[config.mk]
export PLATFORM = sky130hd
export DESIGN_NAME = udp_engine
export DESIGN_NICKNAME = d
export VERILOG_FILES = /design/src/verilog/udp_pkg.sv /design/src/verilog/beat_delay.sv /design/src/verilog/udp_rx_parser.sv /design/src/verilog/udp_port_match.sv /design/src/verilog/udp_client_pipe.sv /design/src/verilog/udp_tx_framer.sv /design/src/verilog/udp_engine.sv
export VERILOG_INCLUDE_DIRS = /design/src /design/src/verilog
export SDC_FILE = /design/constraint.sdc
export NUM_CORES = 1
export LEC_CHECK = 0
export BUFFER_PORTS_ARGS = -buffer_cell sky130_fd_sc_hd__buf_2
export CAP_MARGIN = 10
export CELL_PAD_IN_SITES_DETAIL_PLACEMENT = 0
export CELL_PAD_IN_SITES_GLOBAL_PLACEMENT = 1
export CORE_MARGIN = 5
export CORE_UTILIZATION = 42
export CTS_CLUSTER_DIAMETER = 100
export CTS_CLUSTER_SIZE = 20
export DETAILED_ROUTE_END_ITERATION = 8
export GPL_TIMING_DRIVEN = 0
export HOLD_SLACK_MARGIN = 0.08
export PLACE_DENSITY_LB_ADDON = 0.05
export SETUP_SLACK_MARGIN = 0.02
export SYNTH_ARGS = -nofsm -noshare
export SYNTH_HDL_FRONTEND = slang
export SYNTH_SLANG_ARGS = --single-unit
export TNS_END_PERCENT = 50
[constraint.sdc]
create_clock -name clk -period 2.1 [get_ports clk]
set_clock_uncertainty 0.15 [all_clocks]
set_input_delay 0.105 -clock clk [delete_from_list [all_inputs] [get_ports clk]]
set_output_delay 0.105 -clock clk [all_outputs]
set_load 0.05 [all_outputs]
[src/verilog/udp_params.svh]
// Port table size, client latency, header length, default ports and total latency
`ifndef UDP_PARAMS_SVH
`define UDP_PARAMS_SVH

// Number of port table slots
`define UDP_N_SLOTS 4
// Client pipeline depth, at least 1
`define UDP_N_LAT 3
// Header bytes, also the framer window depth
`define UDP_HDR_LEN 4

// Port table contents after reset
`define UDP_PORT0 16'd7
`define UDP_PORT1 16'd801
`define UDP_PORT2 16'd802
`define UDP_PORT3 16'd803

// rxd to txd: parser, match, client, 4-deep framer window
`define UDP_LAT (`UDP_N_LAT + 6)

`endif

[src/verilog/udp_pkg.sv]
// Beat and configuration structs, slot index and transform enum
`include "udp_params.svh"

package udp_pkg;

	// Index into the port table
	typedef logic [$clog2(`UDP_N_SLOTS)-1:0] slot_t;

	// Slot number picks the payload transform
	typedef enum slot_t {
		XF_ECHO = 2'd0,
		XF_INV = 2'd1,
		XF_INC = 2'd2,
		XF_REV = 2'd3
	} xform_e;

	// One byte in flight through the stages
	typedef struct packed {
		logic valid;
		logic [7:0] data;
		logic sof;
		// Saturates at 4, the payload marker
		logic [2:0] pos;
		logic hit;
		slot_t slot;
	} beat_t;

	// Port table write
	typedef struct packed {
		logic stb;
		slot_t addr;
		logic [15:0] port;
	} cfg_t;

endpackage

[src/verilog/beat_delay.sv]
// Fixed-depth register chain for any packed payload type
`timescale 1ns/1ps

module beat_delay #(
	parameter type payload_t = logic [7:0],
	parameter int DEPTH = 1
) (
	input clk,
	input arst_n,
	input payload_t d,
	output payload_t q
);

	payload_t stage [DEPTH];

	always_ff @(posedge clk or negedge arst_n) begin
		if (!arst_n) begin
			for (int i = 0; i < DEPTH; i++)
				stage[i] <= '0;
		end else begin
			stage[0] <= d;
			// Shift one register per cycle
			for (int i = 1; i < DEPTH; i++)
				stage[i] <= stage[i-1];
		end
	end

	// Tail of the chain
	assign q = stage[DEPTH-1];

endmodule

[src/verilog/udp_rx_parser.sv]
// Receive stage: frame start detect, enable gating and byte position tagging
`timescale 1ns/1ps
`include "udp_params.svh"

module udp_rx_parser (
	input clk,
	input arst_n,
	input [7:0] rxd,
	input rx_dv,
	input enable_rx,
	output udp_pkg::beat_t beat
);

	logic rx_dv_d;
	logic keep_r;
	logic [2:0] pos_r;
	logic sof;
	logic keep;
	logic [2:0] pos;

	// Frame starts on rising rx_dv
	assign sof = rx_dv && !rx_dv_d;
	// Enable only sampled at frame start
	assign keep = sof ? enable_rx : keep_r;
	// Position restarts at sof
	assign pos = sof ? 3'd0 : pos_r;

	always_ff @(posedge clk or negedge arst_n) begin
		if (!arst_n) begin
			rx_dv_d <= 1'b0;
			keep_r <= 1'b0;
			pos_r <= 3'd0;
		end else begin
			rx_dv_d <= rx_dv;
			if (rx_dv) begin
				keep_r <= keep;
				// Stick at payload position
				if (pos < 3'(`UDP_HDR_LEN))
					pos_r <= pos + 3'd1;
				else
					pos_r <= pos;
			end
		end
	end

	// Registered beat out, match fields left clear
	always_ff @(posedge clk or negedge arst_n) begin
		if (!arst_n) begin
			beat <= '0;
		end else begin
			beat.valid <= rx_dv && keep;
			beat.data <= rxd;
			beat.sof <= sof;
			beat.pos <= pos;
			beat.hit <= 1'b0;
			beat.slot <= '0;
		end
	end

endmodule

[src/verilog/udp_port_match.sv]
// Port table, destination port lookup and per-frame slot tagging
`timescale 1ns/1ps
`include "udp_params.svh"

module udp_port_match (
	input clk,
	input arst_n,
	input udp_pkg::cfg_t cfg,
	input udp_pkg::beat_t in_beat,
	output udp_pkg::beat_t out_beat
);

	logic [15:0] port_tab [`UDP_N_SLOTS];
	logic [7:0] dst_hi;
	logic hit_r;
	udp_pkg::slot_t slot_r;
	logic find_hit;
	udp_pkg::slot_t find_slot;
	logic at_pos3;

	// Low destination byte arrives here
	assign at_pos3 = in_beat.valid && in_beat.pos == 3'd3;

	// Table write lands on the strobe edge
	always_ff @(posedge clk or negedge arst_n) begin
		if (!arst_n) begin
			port_tab[0] <= `UDP_PORT0;
			port_tab[1] <= `UDP_PORT1;
			port_tab[2] <= `UDP_PORT2;
			port_tab[3] <= `UDP_PORT3;
		end else if (cfg.stb) begin
			port_tab[cfg.addr] <= cfg.port;
		end
	end

	// High destination byte
	always_ff @(posedge clk) begin
		if (in_beat.valid && in_beat.pos == 3'd2)
			dst_hi <= in_beat.data;
	end

	// Walk down so the lowest matching slot wins; port 0 means slot off
	always_comb begin
		find_hit = 1'b0;
		find_slot = '0;
		for (int i = `UDP_N_SLOTS - 1; i >= 0; i--) begin
			if (port_tab[i] != 16'd0 && port_tab[i] == {dst_hi, in_beat.data}) begin
				find_hit = 1'b1;
				find_slot = udp_pkg::slot_t'(i);
			end
		end
	end

	// Verdict held for the payload
	always_ff @(posedge clk or negedge arst_n) begin
		if (!arst_n) begin
			hit_r <= 1'b0;
			slot_r <= '0;
		end else if (in_beat.valid && in_beat.sof) begin
			hit_r <= 1'b0;
			slot_r <= '0;
		end else if (at_pos3) begin
			hit_r <= find_hit;
			slot_r <= find_slot;
		end
	end

	// Tag position 3 onward
	always_ff @(posedge clk or negedge arst_n) begin
		if (!arst_n) begin
			out_beat <= '0;
		end else begin
			out_beat <= in_beat;
			if (at_pos3) begin
				out_beat.hit <= find_hit;
				out_beat.slot <= find_slot;
			end else if (in_beat.pos > 3'd3) begin
				out_beat.hit <= hit_r;
				out_beat.slot <= slot_r;
			end
		end
	end

endmodule

[src/verilog/udp_client_pipe.sv]
// Fixed-latency client pipeline applying the per-slot payload transform
`timescale 1ns/1ps
`include "udp_params.svh"

module udp_client_pipe (
	input clk,
	input arst_n,
	input udp_pkg::beat_t in_beat,
	output udp_pkg::beat_t out_beat
);

	udp_pkg::beat_t dly;

	// Client latency lives in the chain
	beat_delay #(
		.payload_t(udp_pkg::beat_t),
		.DEPTH(`UDP_N_LAT)
	) u_dly (
		.clk(clk),
		.arst_n(arst_n),
		.d(in_beat),
		.q(dly)
	);

	// Transform picked by slot
	function automatic logic [7:0] xform(input udp_pkg::slot_t slot, input logic [7:0] d);
		logic [7:0] r;
		r = d;
		case (udp_pkg::xform_e'(slot))
			udp_pkg::XF_ECHO: r = d;
			udp_pkg::XF_INV: r = ~d;
			// Wraps at 256
			udp_pkg::XF_INC: r = d + 8'd1;
			udp_pkg::XF_REV: begin
				for (int i = 0; i < 8; i++)
					r[i] = d[7-i];
			end
			default: r = d;
		endcase
		return r;
	endfunction

	// Header beats untouched
	always_comb begin
		out_beat = dly;
		if (dly.valid && dly.pos == 3'(`UDP_HDR_LEN))
			out_beat.data = xform(dly.slot, dly.data);
	end

endmodule

[src/verilog/udp_tx_framer.sv]
// Reply framer: port swap, short and unmatched frame drop, GMII-style output
`timescale 1ns/1ps
`include "udp_params.svh"

module udp_tx_framer (
	input clk,
	input arst_n,
	input udp_pkg::beat_t in_beat,
	output [7:0] txd,
	output tx_en
);

	udp_pkg::beat_t win_q;
	logic [7:0] hdr [`UDP_HDR_LEN];
	logic hdr_hit;
	logic long_enough;
	logic keep_r;
	logic keep;

	// Window spans the header
	beat_delay #(
		.payload_t(udp_pkg::beat_t),
		.DEPTH(`UDP_HDR_LEN)
	) u_win (
		.clk(clk),
		.arst_n(arst_n),
		.d(in_beat),
		.q(win_q)
	);

	// Header bytes as they enter
	always_ff @(posedge clk) begin
		if (in_beat.valid && in_beat.pos < 3'(`UDP_HDR_LEN))
			hdr[in_beat.pos[1:0]] <= in_beat.data;
	end

	// Match verdict from position 3
	always_ff @(posedge clk or negedge arst_n) begin
		if (!arst_n)
			hdr_hit <= 1'b0;
		else if (in_beat.valid && in_beat.sof)
			hdr_hit <= 1'b0;
		else if (in_beat.valid && in_beat.pos == 3'd3)
			hdr_hit <= in_beat.hit;
	end

	// Payload entering as byte 0 leaves, so 5 bytes or more
	assign long_enough = in_beat.valid && in_beat.pos == 3'(`UDP_HDR_LEN);
	// Decided once, when byte 0 leaves
	assign keep = (win_q.valid && win_q.sof) ? (hdr_hit && long_enough) : keep_r;

	always_ff @(posedge clk or negedge arst_n) begin
		if (!arst_n)
			keep_r <= 1'b0;
		else if (win_q.valid && win_q.sof)
			keep_r <= keep;
	end

	assign tx_en = win_q.valid && keep;
	// Flip bit 1 of the index to swap source and destination
	assign txd = (win_q.pos < 3'(`UDP_HDR_LEN)) ? hdr[win_q.pos[1:0] ^ 2'd2] : win_q.data;

endmodule

[src/verilog/udp_engine.sv]
// Top level: parser, port match, client pipeline and reply framer in a chain
`timescale 1ns/1ps

module udp_engine (
	input clk,
	input arst_n,
	// GMII-style receive
	input [7:0] rxd,
	input rx_dv,
	input enable_rx,
	// Port table write
	input udp_pkg::cfg_t cfg,
	// GMII-style transmit
	output [7:0] txd,
	output tx_en
);

	udp_pkg::beat_t rx_beat;
	udp_pkg::beat_t match_beat;
	udp_pkg::beat_t client_beat;

	udp_rx_parser u_parser (
		.clk(clk),
		.arst_n(arst_n),
		.rxd(rxd),
		.rx_dv(rx_dv),
		.enable_rx(enable_rx),
		.beat(rx_beat)
	);

	udp_port_match u_match (
		.clk(clk),
		.arst_n(arst_n),
		.cfg(cfg),
		.in_beat(rx_beat),
		.out_beat(match_beat)
	);

	udp_client_pipe u_client (
		.clk(clk),
		.arst_n(arst_n),
		.in_beat(match_beat),
		.out_beat(client_beat)
	);

	udp_tx_framer u_framer (
		.clk(clk),
		.arst_n(arst_n),
		.in_beat(client_beat),
		.txd(txd),
		.tx_en(tx_en)
	);

endmodule

==> flow_summary.toml <==
[status]
status = "finished, violations left"
failed_checks = "negative setup slack"

[finish]
layout.nets = 719
instances_no_fill = 970
fillers = 1768
antenna_cells = 0
drive_above_1_share = 0.331
area_growth_pct = 21.3

[synth]
synth_fa_ha_area_frac = 0.00279
synth_xor_area_frac = 0.0635
synthSimpleGateAreaFrac = 0.0775
synthMuxAreaShare = 0.115
synth_area_um2 = 8960
synth-seq-area-share = 0.703
syn_nets = 613
synth-edff-count = 40
synth.distinct_cells = 46
synth_cells = 580
yosysWarningCount = 0
ys_seq_elements = 243
synth_async_sr_flop_share = 0.835
syn_area_per_cell_um2 = 15.5
ys.flop_type = "dfrtp_1"
synth_top_family_by_area = "multiplexers"
synth-compound-area-share = 0.0315

[sta]
setup_viol = 8
rsz0062_at_grt = "true"
finalMaxSlewViolations = 0
slew_headroom = 0.448
period_minus_slack_ns = 2.23
setup_ws_ns = -0.127
period_share = 1.06
fmax_ghz = 0.449
finalHoldViolations = 0
worst_pin_slew_ns = 0.829

[placement]
gp_congestion = 0.869
port-buffer-count = 39
post-place-ws_ns = -0.227
place_inst = 895
dpl.hpwl_um = 13000

[hold_path]
min_path_cells = 2
hold_class = "input pin to flip-flop"
hold_start = "rxd[2]"
whs_endpoint = "u_parser.beat[9]"

[global_route]
grt_antenna_before_repair = 0
grt_overflow = 0
first_global_vias = 5208
grt_max_degree = 131
grt_pass1_wl_um = 29700
track_usage = 0.156

[clock_network]
clk_latency_ns = 0.49
cts-buffers-inserted = 16
cts_tree = "done"
clk_path_buf_depth = 3
cts_root_buffer = "clkbuf_16"
cts-htree-levels = 1
cts_sinks = 243
cts.reportedPaths.clkPinSlew_ns = 0.09

[floorplanning]
die_w_um = 156
io_pins = 40
die_h_um = 156
start_util = 0.426
die-area_um2 = 24400
num_rows = 53
core_area_um2 = 21000

[routing]
wl_um = 19000
wl_per_cell_um = 19.6
via_per_inst = 5.11
drt_first_pass_iters = 4
drt_iter0_drc = 222
ant_nets = 0
drc = 0
num_vias = 4957

[critical_path]
cp.arrival_ns = 1.97
r2r_start = "u_match.dst_hi[5]"
critical_path.endpoint_type = "output pin"
cp_max_fo = 8
timing.rr.end = "u_match.out_beat[0]"
path_class = "flip-flop to output pin"
crit_path_start_kind = "flip-flop"
cp.required_ns = 1.85
reg2reg_slack_ns = 0.04
r2r_cells = 7

[power]
max-vdd-ir-drop_v = 0.000578
p_leak_nw = 4.46
power_mw = 11.2
p_per_area_nw_per_um2 = 1030

[job]
drv_cap = 0
## per-layer routing
metal | track usage | part of all wire | wire, um
met5 | 0 | 0 | 0
met4 | 0.0426 | 0.030 | 569
met3 | 0.0239 | 0.037 | 703
met2 | 0.269 | 0.51 | 9640
met1 | 0.207 | 0.43 | 8080
## cells in the final DEF, fill, tap and decap left out, drive strengths merged, types with 21 or more instances in the layout
| cell | instances |
|---|---|
| nor4 | 27 |
| xor2 | 33 |
| xnor2 | 32 |
| nor2 | 21 |
| dlygate4sd3 | 33 |
| edfxtp | 40 |
| mux2 | 74 |
| clkbuf | 34 |
| buf | 59 |
| nand2 | 27 |
| dfrtp | 187 |
## synthesized netlist by cell type, types with 2 or more instances
master,count,area (um^2)
edfxtp_1,40,1200
nor2_1,21,78.8
and3_1,6,37.5
a21oi_1,13,65.1
o21ai_0,16,80.1
nand2_1,27,101
and4_1,2,17.5
nor2b_1,3,18.8
nand3_1,7,35.0
mux4_2,8,180
nand3b_1,2,15.0
mux2_2,74,833
a41o_1,2,20.0
o41ai_1,2,17.5
nand2b_1,4,25.0
a41oi_1,2,17.5
nand4_1,14,87.6
dfrtp_1,187,4680
and2_1,5,31.3
inv_1,3,11.3
ha_1,2,25.0
buf_2,2,10.0
dfstp_2,16,420
xnor2_1,32,280
nor4_1,27,169
o31ai_1,2,15.0
mux2i_1,2,20.0
xor2_1,33,289
clkbuf_1,9,33.8
## stage by stage
| stage | utilization | area [um^2] | hold slack, ns | TNS [ns] |
|---|---|---|---|---|
| CTS | 0.503 | 10600 | 0.0866 | -1.21 |
| global route | 0.517 | 10900 | 0.101 | -1.58 |
| floorplan | - | 8960 | -0.341 | 0 |
| detailed placement | 0.454 | 9550 | -0.0412 | -0.868 |
| global placement | 0.452 | 9500 | 0.0644 | -466.30 |
| finish | 0.517 | 10900 | 0.109 | -0.888 |
## layout make-up
cell class / count / area [um^2] / area share
flip-flops and latches: 243 / 6310 / 0.581
multi-input cells: 322 / 2870 / 0.264
repair buffers: 90 / 783 / 0.0721
clock buffers: 26 / 480 / 0.0442
well taps: 275 / 344 / 0.0317
plain buffers: 10 / 50.0 / 0.00460
clock inverters: 1 / 16.3 / 0.00150
inverters: 3 / 11.3 / 0.00104
## sequential cells by signal, indices dropped and copies added, names as in the netlist
| register | count |
|---|---|
| u_client.u_dly.stage | 32 |
| u_match.dst_hi | 8 |
| u_parser.pos_r | 3 |
| u_match.port_tab | 64 |
| u_client.u_dly.q | 16 |
| u_framer.u_win.q | 13 |
| u_match.out_beat | 16 |
| u_match.slot_r | 2 |
| u_framer.u_win.stage | 39 |
| u_parser.beat | 13 |
| u_framer.hdr_hit | 1 |
| u_match.hit_r | 1 |
| u_framer.keep_r | 1 |
| u_framer.hdr | 32 |
| u_parser.rx_dv_d | 1 |
| u_parser.keep_r | 1 |
## report_power, final
group          switching, mW  leakage (nW)  internal (mW)
clock network           1.55         0.238           1.59
registers              0.523          2.80           5.47
logic                   1.03          1.42           1.01
total                   3.11          4.46           8.07
## critical path, stage by stage (launching register included)
cell and delay [ns]:
dfrtp_1 0.36, buf_8 0.16, mux4_2 0.52, mux2_2 0.28, buf_6 0.15
## worst max path at each step
stage | cells after the start | slack (ns) | endpoint | from
after floorplan | 6 | 0.19 | u_match.out_beat[1] | u_match.port_tab[48]
after global placement | 1 | -2.39 | u_match.port_tab[16] | arst_n
after detailed placement | 6 | -0.23 | u_match.slot_r[1] | u_parser.beat[13]
after CTS | 4 | -0.16 | txd[1] | u_framer.u_win.q[3]
after global routing | 4 | -0.20 | txd[1] | u_framer.u_win.q[3]
final | 4 | -0.13 | txd[1] | u_framer.u_win.q[3]
## repair_timing
| action | CTS | global route |
|---|---|---|
| hold endpoints to repair | 270 | 0 |
| gates cloned | 0 | 1 |
| endpoints found under the setup margin | 25 | 52 |
| hold buffers | 33 | 0 |
| pin swaps | 3 | 19 |
| setup buffers | 6 | 10 |
| resized for setup | 43 | 43 |
## kinds of logic (layout without fill, tap and decap cells)
logic type / Yosys count / after routing
AO/OA/AOI/OAI: 45 / 45
multiplexers: 84 / 84
AND/OR/NAND/NOR: 126 / 126
adder cells (fa/ha/maj): 2 / 2
flip-flops: 243 / 243
buffers and inverters: 15 / 130
XOR/XNOR: 65 / 65
Note: power is estimated with default switching activity, not from simulation.
